==> src/elink_params.svh <==
// elink receive configuration constants
// register group decode, register map and watchdog idle limits
// shared by the register file and the watchdog

`ifndef ELINK_PARAMS_SVH
`define ELINK_PARAMS_SVH

//##############################
// register group decode
//##############################
`define ECFG_GROUP 4'h0         // hit when addr[19:15] == {group, 1'b0}
`define ECFG_RFAW  5            // index field is addr[RFAW+1:2]

//##############################
// register indexes
//##############################
`define ELRXCFG   5'd0          // config word
`define ELRXGPIO  5'd1          // synchronized gpio pins, read only
`define ELRXBASE  5'd2          // dynamic remap base
`define ELRXDEBUG 5'd3          // sticky flags, write one to clear

//##############################
// watchdog idle limits
//##############################
`define TIMER_LIM1 9'd16        // timer_cfg == 1
`define TIMER_LIM2 9'd64        // timer_cfg == 2
`define TIMER_LIM3 9'd256       // timer_cfg == 3

`endif

==> src/mi_pkg.sv <==
// memory-mapped register port types
// 20-bit physical address, 32-bit data words, register index field

`include "elink_params.svh"

package mi_pkg;

   // full physical address as seen on the port, no shifting
   typedef logic [19:0] mi_addr_t;

   // one register word, writes are always full words
   typedef logic [31:0] mi_data_t;

   // register index, taken from addr[RFAW+1:2]
   typedef logic [`ECFG_RFAW-1:0] reg_idx_t;

endpackage

==> src/erx_pkg.sv <==
// receive path types
// transaction address, remap controls, watchdog select and state,
// gpio sample and sticky debug flags

package erx_pkg;

   typedef logic [31:0] pkt_addr_t;     // incoming transaction address
   typedef logic [11:0] remap_field_t;  // upper addr bits 31:20, sel and pattern
   typedef logic [1:0]  remap_mode_t;   // remap rule select
   typedef logic [1:0]  timer_cfg_t;    // watchdog limit select, 0 = off
   typedef logic [8:0]  gpio_t;         // frame + data pins
   typedef logic [3:0]  dbg_flags_t;    // [2:0] debug_vector, [3] timeout

   //##############################
   // remap mode codes
   //##############################
   // 3 also passes through, same as none
   localparam remap_mode_t REMAP_NONE    = 2'd0;
   localparam remap_mode_t REMAP_STATIC  = 2'd1;  // bit-select replace
   localparam remap_mode_t REMAP_DYNAMIC = 2'd2;  // add base

   //##############################
   // watchdog fsm
   //##############################
   typedef enum logic
   {
      tmr_idle,                         // waiting for a packet
      tmr_counting                      // counting idle cycles
   } timer_state_t;

endpackage

==> src/ecfg_rx.sv <==
// receive configuration register file
// decodes the register group and index, holds the config word and the
// dynamic remap base, synchronizes the gpio pins, keeps sticky debug
// flags (write one to clear) and returns read data one cycle later

`include "elink_params.svh"

module ecfg_rx
(
   input  logic                   sys_clk,
   input  logic                   reset,
   // register port
   input  logic                   mi_en,
   input  logic                   mi_we,
   input  mi_pkg::mi_addr_t       mi_addr,
   input  mi_pkg::mi_data_t       mi_din,
   output mi_pkg::mi_data_t       mi_dout,
   // status inputs
   input  erx_pkg::gpio_t         gpio_datain,
   input  logic [15:0]            debug_vector,  // only [2:0] kept
   input  logic                   timeout,       // one cycle pulse
   // config outputs
   output logic                   mmu_enable,
   output erx_pkg::remap_mode_t   remap_mode,
   output erx_pkg::remap_field_t  remap_sel,
   output erx_pkg::remap_field_t  remap_pattern,
   output erx_pkg::pkt_addr_t     remap_base,
   output erx_pkg::timer_cfg_t    timer_cfg
);

   import mi_pkg::*;
   import erx_pkg::*;

   logic       group_hit;
   logic       cfg_read;
   logic       cfg_write;
   reg_idx_t   reg_idx;
   logic       rx_cfg_write;
   logic       base_write;
   logic       debug_write;
   mi_data_t   rx_cfg_reg;                     // config word
   pkt_addr_t  base_reg;                       // dynamic remap base
   gpio_t      gpio_sync;                      // first sync stage
   gpio_t      gpio_reg;                       // second sync stage
   dbg_flags_t dbg_flags;
   dbg_flags_t dbg_set;
   mi_data_t   rd_data;

   //##############################
   // address decode
   //##############################
   assign group_hit = (mi_addr[19:15] == {`ECFG_GROUP, 1'b0});
   assign reg_idx   = mi_addr[`ECFG_RFAW+1:2];

   assign cfg_write = mi_en &  mi_we & group_hit;
   assign cfg_read  = mi_en & ~mi_we & group_hit;

   assign rx_cfg_write = cfg_write & (reg_idx == `ELRXCFG);
   assign base_write   = cfg_write & (reg_idx == `ELRXBASE);
   assign debug_write  = cfg_write & (reg_idx == `ELRXDEBUG);

   //##############################
   // config word + remap base
   //##############################
   always_ff @(posedge sys_clk)
   begin
      if (reset)
      begin
         rx_cfg_reg <= '0;
         base_reg   <= '0;
      end
      else
      begin
         if (rx_cfg_write)
            rx_cfg_reg <= mi_din;
         if (base_write)
            base_reg   <= mi_din;
      end
   end

   // field split of the config word, bit 0 and 31:30 unused
   assign mmu_enable    = rx_cfg_reg[1];
   assign remap_mode    = rx_cfg_reg[3:2];
   assign remap_sel     = rx_cfg_reg[15:4];
   assign remap_pattern = rx_cfg_reg[27:16];
   assign timer_cfg     = rx_cfg_reg[29:28];
   assign remap_base    = base_reg;

   //##############################
   // gpio synchronizer
   //##############################
   always_ff @(posedge sys_clk)
   begin
      gpio_sync <= gpio_datain;                // async pins, may go metastable
      gpio_reg  <= gpio_sync;
   end

   //##############################
   // sticky debug flags
   //##############################
   assign dbg_set = {timeout, debug_vector[2:0]};

   always_ff @(posedge sys_clk)
   begin
      if (reset)
         dbg_flags <= '0;
      else if (debug_write)
         dbg_flags <= (dbg_flags & ~mi_din[3:0]) | dbg_set;  // set beats clear
      else
         dbg_flags <= dbg_flags | dbg_set;
   end

   //##############################
   // readback mux
   //##############################
   always_comb
   begin
      case (reg_idx)
         `ELRXCFG:   rd_data = rx_cfg_reg;
         `ELRXGPIO:  rd_data = {23'd0, gpio_reg};      // pins from two cycles back
         `ELRXBASE:  rd_data = base_reg;
         `ELRXDEBUG: rd_data = {28'd0, dbg_flags};
         default:    rd_data = '0;                     // unmapped
      endcase
   end

   // registered read, holds between reads
   always_ff @(posedge sys_clk)
   begin
      if (reset)
         mi_dout <= '0;
      else if (cfg_read)
         mi_dout <= rd_data;
   end

endmodule

==> src/erx_remap.sv <==
// receive address remapper
// static mode swaps the selected upper address bits for a pattern,
// dynamic mode adds a base offset, other modes pass through
// one register stage, a new packet may arrive every cycle

module erx_remap
(
   input  logic                   sys_clk,
   input  logic                   reset,
   // incoming transaction
   input  logic                   pkt_valid,
   input  erx_pkg::pkt_addr_t     pkt_addr,
   // remap config
   input  erx_pkg::remap_mode_t   remap_mode,
   input  erx_pkg::remap_field_t  remap_sel,
   input  erx_pkg::remap_field_t  remap_pattern,
   input  erx_pkg::pkt_addr_t     remap_base,
   // remapped transaction, one cycle later
   output logic                   remap_valid,
   output erx_pkg::pkt_addr_t     remap_addr
);

   import erx_pkg::*;

   pkt_addr_t    static_addr;
   pkt_addr_t    dynamic_addr;
   pkt_addr_t    next_addr;
   remap_field_t static_upper;

   //##############################
   // remap rules
   //##############################
   // sel bit set -> take pattern bit, else keep address bit
   assign static_upper = (pkt_addr[31:20] & ~remap_sel) | (remap_pattern & remap_sel);
   assign static_addr  = {static_upper, pkt_addr[19:0]};

   assign dynamic_addr = pkt_addr + remap_base;        // wraps at 2**32

   always_comb
   begin
      case (remap_mode)
         REMAP_STATIC:  next_addr = static_addr;
         REMAP_DYNAMIC: next_addr = dynamic_addr;
         default:       next_addr = pkt_addr;          // none, or code 3
      endcase
   end

   //##############################
   // output stage
   //##############################
   always_ff @(posedge sys_clk)
   begin
      if (reset)
         remap_valid <= 1'b0;
      else
         remap_valid <= pkt_valid;
   end

   always_ff @(posedge sys_clk)
   begin
      remap_addr <= next_addr;                         // payload, qualified by valid
   end

endmodule

==> src/erx_timer.sv <==
// receive idle watchdog
// arms on every packet and counts idle cycles after the last one;
// raises a one cycle timeout pulse when the count reaches the limit
// selected by timer_cfg, then drops back to idle

`include "elink_params.svh"

module erx_timer
(
   input  logic                 sys_clk,
   input  logic                 reset,
   input  logic                 pkt_valid,
   input  erx_pkg::timer_cfg_t  timer_cfg,   // 0 = watchdog off
   output logic                 timeout      // one cycle pulse
);

   import erx_pkg::*;

   timer_state_t state;
   logic [8:0]   idle_cnt;                    // up to 255, limit - 1
   logic [8:0]   limit;
   logic         at_limit;

   //##############################
   // limit select
   //##############################
   always_comb
   begin
      case (timer_cfg)
         2'd1:    limit = `TIMER_LIM1;
         2'd2:    limit = `TIMER_LIM2;
         default: limit = `TIMER_LIM3;        // cfg 0 never counts
      endcase
   end

   // cycle after the packet is count 1, pulse lands on cycle LIM
   assign at_limit = (idle_cnt >= limit - 9'd1);

   //##############################
   // watchdog fsm
   //##############################
   always_ff @(posedge sys_clk)
   begin
      if (reset)
      begin
         state    <= tmr_idle;
         idle_cnt <= '0;
         timeout  <= 1'b0;
      end
      else
      begin
         timeout <= 1'b0;                     // default, pulse only
         if (timer_cfg == 2'd0)
            state <= tmr_idle;                // disabled, also aborts a count
         else if (pkt_valid)
         begin
            state    <= tmr_counting;         // arm or restart
            idle_cnt <= 9'd1;
         end
         else if (state == tmr_counting)
         begin
            if (at_limit)
            begin
               timeout <= 1'b1;
               state   <= tmr_idle;
            end
            else
               idle_cnt <= idle_cnt + 9'd1;
         end
      end
   end

endmodule

==> src/erx_cfg_top.sv <==
// receive configuration subsystem top
// register file driving the address remapper and the idle watchdog,
// watchdog timeouts fed back into the sticky debug flags

module erx_cfg_top
(
   input  logic                 sys_clk,
   input  logic                 reset,
   // register port
   input  logic                 mi_en,
   input  logic                 mi_we,
   input  mi_pkg::mi_addr_t     mi_addr,
   input  mi_pkg::mi_data_t     mi_din,
   output mi_pkg::mi_data_t     mi_dout,
   // status inputs
   input  erx_pkg::gpio_t       gpio_datain,
   input  logic [15:0]          debug_vector,
   // packet path
   input  logic                 pkt_valid,
   input  erx_pkg::pkt_addr_t   pkt_addr,
   output logic                 remap_valid,
   output erx_pkg::pkt_addr_t   remap_addr,
   // to downstream mmu
   output logic                 mmu_enable
);

   import erx_pkg::*;

   remap_mode_t  remap_mode;
   remap_field_t remap_sel;
   remap_field_t remap_pattern;
   pkt_addr_t    remap_base;
   timer_cfg_t   timer_cfg;
   logic         timeout;                  // watchdog -> debug flag 3

   ecfg_rx ecfg_rx0
   (
      .sys_clk       (sys_clk),
      .reset         (reset),
      .mi_en         (mi_en),
      .mi_we         (mi_we),
      .mi_addr       (mi_addr),
      .mi_din        (mi_din),
      .mi_dout       (mi_dout),
      .gpio_datain   (gpio_datain),
      .debug_vector  (debug_vector),
      .timeout       (timeout),
      .mmu_enable    (mmu_enable),
      .remap_mode    (remap_mode),
      .remap_sel     (remap_sel),
      .remap_pattern (remap_pattern),
      .remap_base    (remap_base),
      .timer_cfg     (timer_cfg)
   );

   erx_remap erx_remap0
   (
      .sys_clk       (sys_clk),
      .reset         (reset),
      .pkt_valid     (pkt_valid),
      .pkt_addr      (pkt_addr),
      .remap_mode    (remap_mode),
      .remap_sel     (remap_sel),
      .remap_pattern (remap_pattern),
      .remap_base    (remap_base),
      .remap_valid   (remap_valid),
      .remap_addr    (remap_addr)
   );

   erx_timer erx_timer0
   (
      .sys_clk   (sys_clk),
      .reset     (reset),
      .pkt_valid (pkt_valid),
      .timer_cfg (timer_cfg),
      .timeout   (timeout)
   );

endmodule

==> config.mk <==
export PLATFORM = sky130hd
export DESIGN_NAME = erx_cfg_top
export DESIGN_NICKNAME = d
export VERILOG_FILES = /design/src/mi_pkg.sv /design/src/erx_pkg.sv /design/src/ecfg_rx.sv /design/src/erx_remap.sv /design/src/erx_timer.sv /design/src/erx_cfg_top.sv
export VERILOG_INCLUDE_DIRS = /design/src /design/src/src
export SDC_FILE = /design/constraint.sdc
export NUM_CORES = 1
export LEC_CHECK = 0
export ABC_CLOCK_PERIOD_IN_PS = 3300
export BUFFER_PORTS_ARGS = -buffer_cell sky130_fd_sc_hd__buf_2
export CORE_MARGIN = 10
export CORE_UTILIZATION = 54
export CTS_BUF_LIST = sky130_fd_sc_hd__clkbuf_16
export CTS_CLUSTER_DIAMETER = 30
export CTS_CLUSTER_SIZE = 8
export DETAILED_ROUTE_END_ITERATION = 10
export GPL_ROUTABILITY_DRIVEN = 0
export GPL_TIMING_DRIVEN = 0
export PLACE_DENSITY_LB_ADDON = 0.1
export SYNTH_ARGS = -nofsm -noshare
export SYNTH_HDL_FRONTEND = slang
export SYNTH_SLANG_ARGS = --single-unit
==> constraint.sdc <==
create_clock -name sys_clk -period 3.3 [get_ports sys_clk]
set_clock_uncertainty 0.05 [all_clocks]
set_input_delay 0.165 -clock sys_clk [delete_from_list [all_inputs] [get_ports sys_clk]]
set_output_delay 0.165 -clock sys_clk [all_outputs]
set_load 0.005 [all_outputs]
==> flow_metrics.env <==
export IMPL_status="finished, final reports clean"
export IMPL_dp_cells=1289
export IMPL_ys_ff_latch=162
export IMPL_crit_path_end="erx_remap0.remap_addr[28]"
export IMPL_antenna_left=0
export IMPL_hp_start="pkt_addr[27]"
export IMPL_grt_max_degree=17
export IMPL_maxCapViolations=0
export IMPL_fin_cells=1391
export IMPL_cts_max_level=4
export IMPL_post_cts_buffers=0
export IMPL_worst_slack_ns=0.431
export IMPL_synth_simple_area_share_pct=19.4
export IMPL_finalWirelength_microns=25200
export IMPL_drive_gt1_share_pct=18.5
export IMPL_grt_pass1_vias=7810
export IMPL_synth_warnings=0
export IMPL_pin_count=180
export IMPL_hold_viol_final=0
export IMPL_clk_pin_slew_ns=0.06
export IMPL_wire_per_inst_microns=18.1
export IMPL_min_period_ns=2.87
export IMPL_p_leak_nw=4.38
export IMPL_cts_hold_buf=70
export IMPL_final_cell_mix="nand2_1 (190), buf_2 (165), dfxtp_1 (162)"
export IMPL_synthCells=955
export IMPL_fillers=1134
export IMPL_synth_xor_area_share_pct=3.59
export IMPL_cts_buffers=17
export IMPL_cts_repair_resized=0
export IMPL_final_setup_viol_count=0
export IMPL_ir_drop_v=0.000399
export IMPL_placed_cell_area_sq_um=8810
export IMPL_start_util_pct=55.7
export IMPL_crit_fanout=6
export IMPL_postSynth_asyncResetShare_pct=0
export IMPL_final_common_cell="nand2_1"
export IMPL_rsz0062_at_grt="false"
export IMPL_die_area_sq_um=19700
export IMPL_synth_top_family_by_area="compound AO/OA/AOI/OAI gates"
export IMPL_nets=1354
export IMPL_p_per_area_nw_per_um2=437
export IMPL_yosysSeqAreaShare_pct=41.5
export IMPL_synthMuxAreaShare_pct=1.47
export IMPL_start_kind="input pin"
export IMPL_hold_path_class="input pin to flip-flop"
export IMPL_cts_buffer_depth=2
export IMPL_postLayoutCellArea_sq_um=10100
export IMPL_io_buffers=154
export IMPL_worst_hold_slack_ns=0.0167
export IMPL_critPathKind="input pin to flip-flop"
export IMPL_root_buffer="clkbuf_16"
export IMPL_dr_total_vias=7865
export IMPL_synthFlopType="dfxtp_1"
export IMPL_finalMaxSlewViolations=0
export IMPL_required_ns=3.55
export IMPL_clk_latency_ns=0.45
export IMPL_worstMarginPinSlew_ns=0.814
export IMPL_setup_tns_ns=0
export IMPL_fin_crit_sh_pct=86.9
export IMPL_cp_arrival_ns=3.12
export IMPL_r2r_start="ecfg_rx0.remap_base[0]"
export IMPL_antenna_found_initial=0
export IMPL_crit_start="pkt_addr[0]"
export IMPL_die_h_microns=140
export IMPL_avgViaCountPerCell=5.65
export IMPL_power_mw=4.42
export IMPL_dp_hpwl_microns=18000
export IMPL_first_pass_iters=5
export IMPL_drt_initial_drc_count=587
export IMPL_cp_end_kind="flip-flop"
export IMPL_rows=43
export IMPL_reg2reg_setup_slack_ns=0.43
export IMPL_dp_slack_ns=0.478
export IMPL_synth_area_sq_um=7820
export IMPL_maxSlewHeadroom_pct=45.7
export IMPL_diodes=0
export IMPL_synth_nets=1111
export IMPL_synth_edf_count=0
export IMPL_area_delta_synth_final_pct=29.4
export IMPL_tritoncts="yes"
export IMPL_synth_compound_area_share_pct=23.1
export IMPL_yosysUniqueCellTypes=70
export IMPL_clock_sinks=162
export IMPL_overflow=0
export IMPL_fp_dieW_microns=140
export IMPL_drc=0
export IMPL_grt_usage_pct=25.3
export IMPL_utilization_pct=72.1
export IMPL_avgSynthCellArea_sq_um=8.19
export IMPL_synth_fa_ha_area_share_pct=6.82
export IMPL_core_area_sq_um=14000
export IMPL_grt_pass1_wl_microns=40400
export IMPL_rr_worst_depth=11
export IMPL_fmax_mhz=349
export IMPL_regToRegEndpoint="erx_remap0.remap_addr[28]"
==> area by class of cell <==
cell class              instances  area, sq um  share of cell area (%)
plain buffers                  56          225                    2.23
flip-flops and latches        162         3240                    32.0
repair buffers                224         1470                    14.5
clock buffers                  17          425                    4.20
well taps                     180          225                    2.23
inverters                      26         97.6                   0.964
clock inverters                15          180                    1.78
multi-input cells             711         4250                    42.0
==> power breakdown <==
part           switching [mW]  total, mW  internal (mW)
Sequential            0.00985       2.00           1.99
Combinational           0.179      0.352          0.174
Clock                   0.867       2.07           1.20
Total                    1.06       4.42           3.36
==> kinds of logic after synthesis <==
group                    Yosys count
flip-flops                       162
AND/OR/NAND/NOR                  347
adder cells (fa/ha/maj)           42
AO/OA/AOI/OAI                    278
multiplexers                      11
other                              1
buffers and inverters             82
XOR/XNOR                          32
==> synthesized netlist by cell type (all sizes together) (2+ instances only) <==
cell / count / area share (%)
and2: 3 / 0.27
clkbuf: 44 / 2.1
buf: 12 / 0.75
a221o: 2 / 0.26
or2: 4 / 0.32
nand4: 5 / 0.48
xor2: 19 / 2.1
o21a: 3 / 0.29
o2111ai: 3 / 0.42
xnor2: 13 / 1.5
a222oi: 4 / 0.51
a22oi: 13 / 1.2
and3: 3 / 0.24
nand2: 191 / 9.2
nor3b: 5 / 0.62
nand2b: 7 / 0.56
a221oi: 23 / 2.6
or3: 2 / 0.16
a21o: 23 / 2.2
o21bai: 2 / 0.19
nor3: 30 / 1.9
a211o: 4 / 0.46
nor2b: 10 / 0.80
nor2: 67 / 3.3
mux2i: 7 / 0.90
nor4: 2 / 0.16
mux2: 4 / 0.58
a31oi: 7 / 0.72
o211ai: 7 / 0.74
and4: 2 / 0.22
o22ai: 13 / 1.0
dfxtp: 162 / 41
o21ai: 50 / 3.2
a21oi: 107 / 7.1
ha: 41 / 6.6
inv: 26 / 1.2
a211oi: 5 / 0.54
a22o: 3 / 0.34
nand3: 13 / 0.83
==> metal layers <==
metal  share of wire, %  global-route usage, %  vias to the layer above  routed length, microns
met5                  0                      0                        -                       0
met4                3.0                   10.8                        0                     747
met3                9.0                   6.52                       45                    2260
met2                 47                   41.4                      331                   11800
met1                 41                   30.6                     3643                   10400
li1                   -                      -                     3846                       -
==> worst min path at each step <==
| stage | depth (start not counted) | end | slack [ns] |
|---|---|---|---|
| 5_1_grt | 3 | erx_remap0.remap_addr[26] | 0.03 |
| 2_1_floorplan | 0 | ecfg_rx0.gpio_sync[0] | 0.14 |
| 3_5_place_dp | 1 | ecfg_rx0.gpio_sync[4] | 0.22 |
| 3_3_place_gp | 1 | ecfg_rx0.gpio_sync[5] | 0.22 |
| 6_report | 3 | erx_remap0.remap_addr[27] | 0.02 |
| 4_1_cts | 3 | erx_remap0.remap_addr[26] | 0.004 |
==> worst max-delay path: stages <==
cell and delay [ns]:
dlygate4sd3_1 0.54, buf_2 0.12, ha_1 0.24, inv_1 0.08, fa_1 0.39, and2b_1 0.25
o2111ai_2 0.16, nand2_2 0.17, a21oi_4 0.11, o211a_1 0.27, o41ai_2 0.41, xnor2_1 0.16
o21ai_1 0.07
Power figures use the tool's default switching activity.
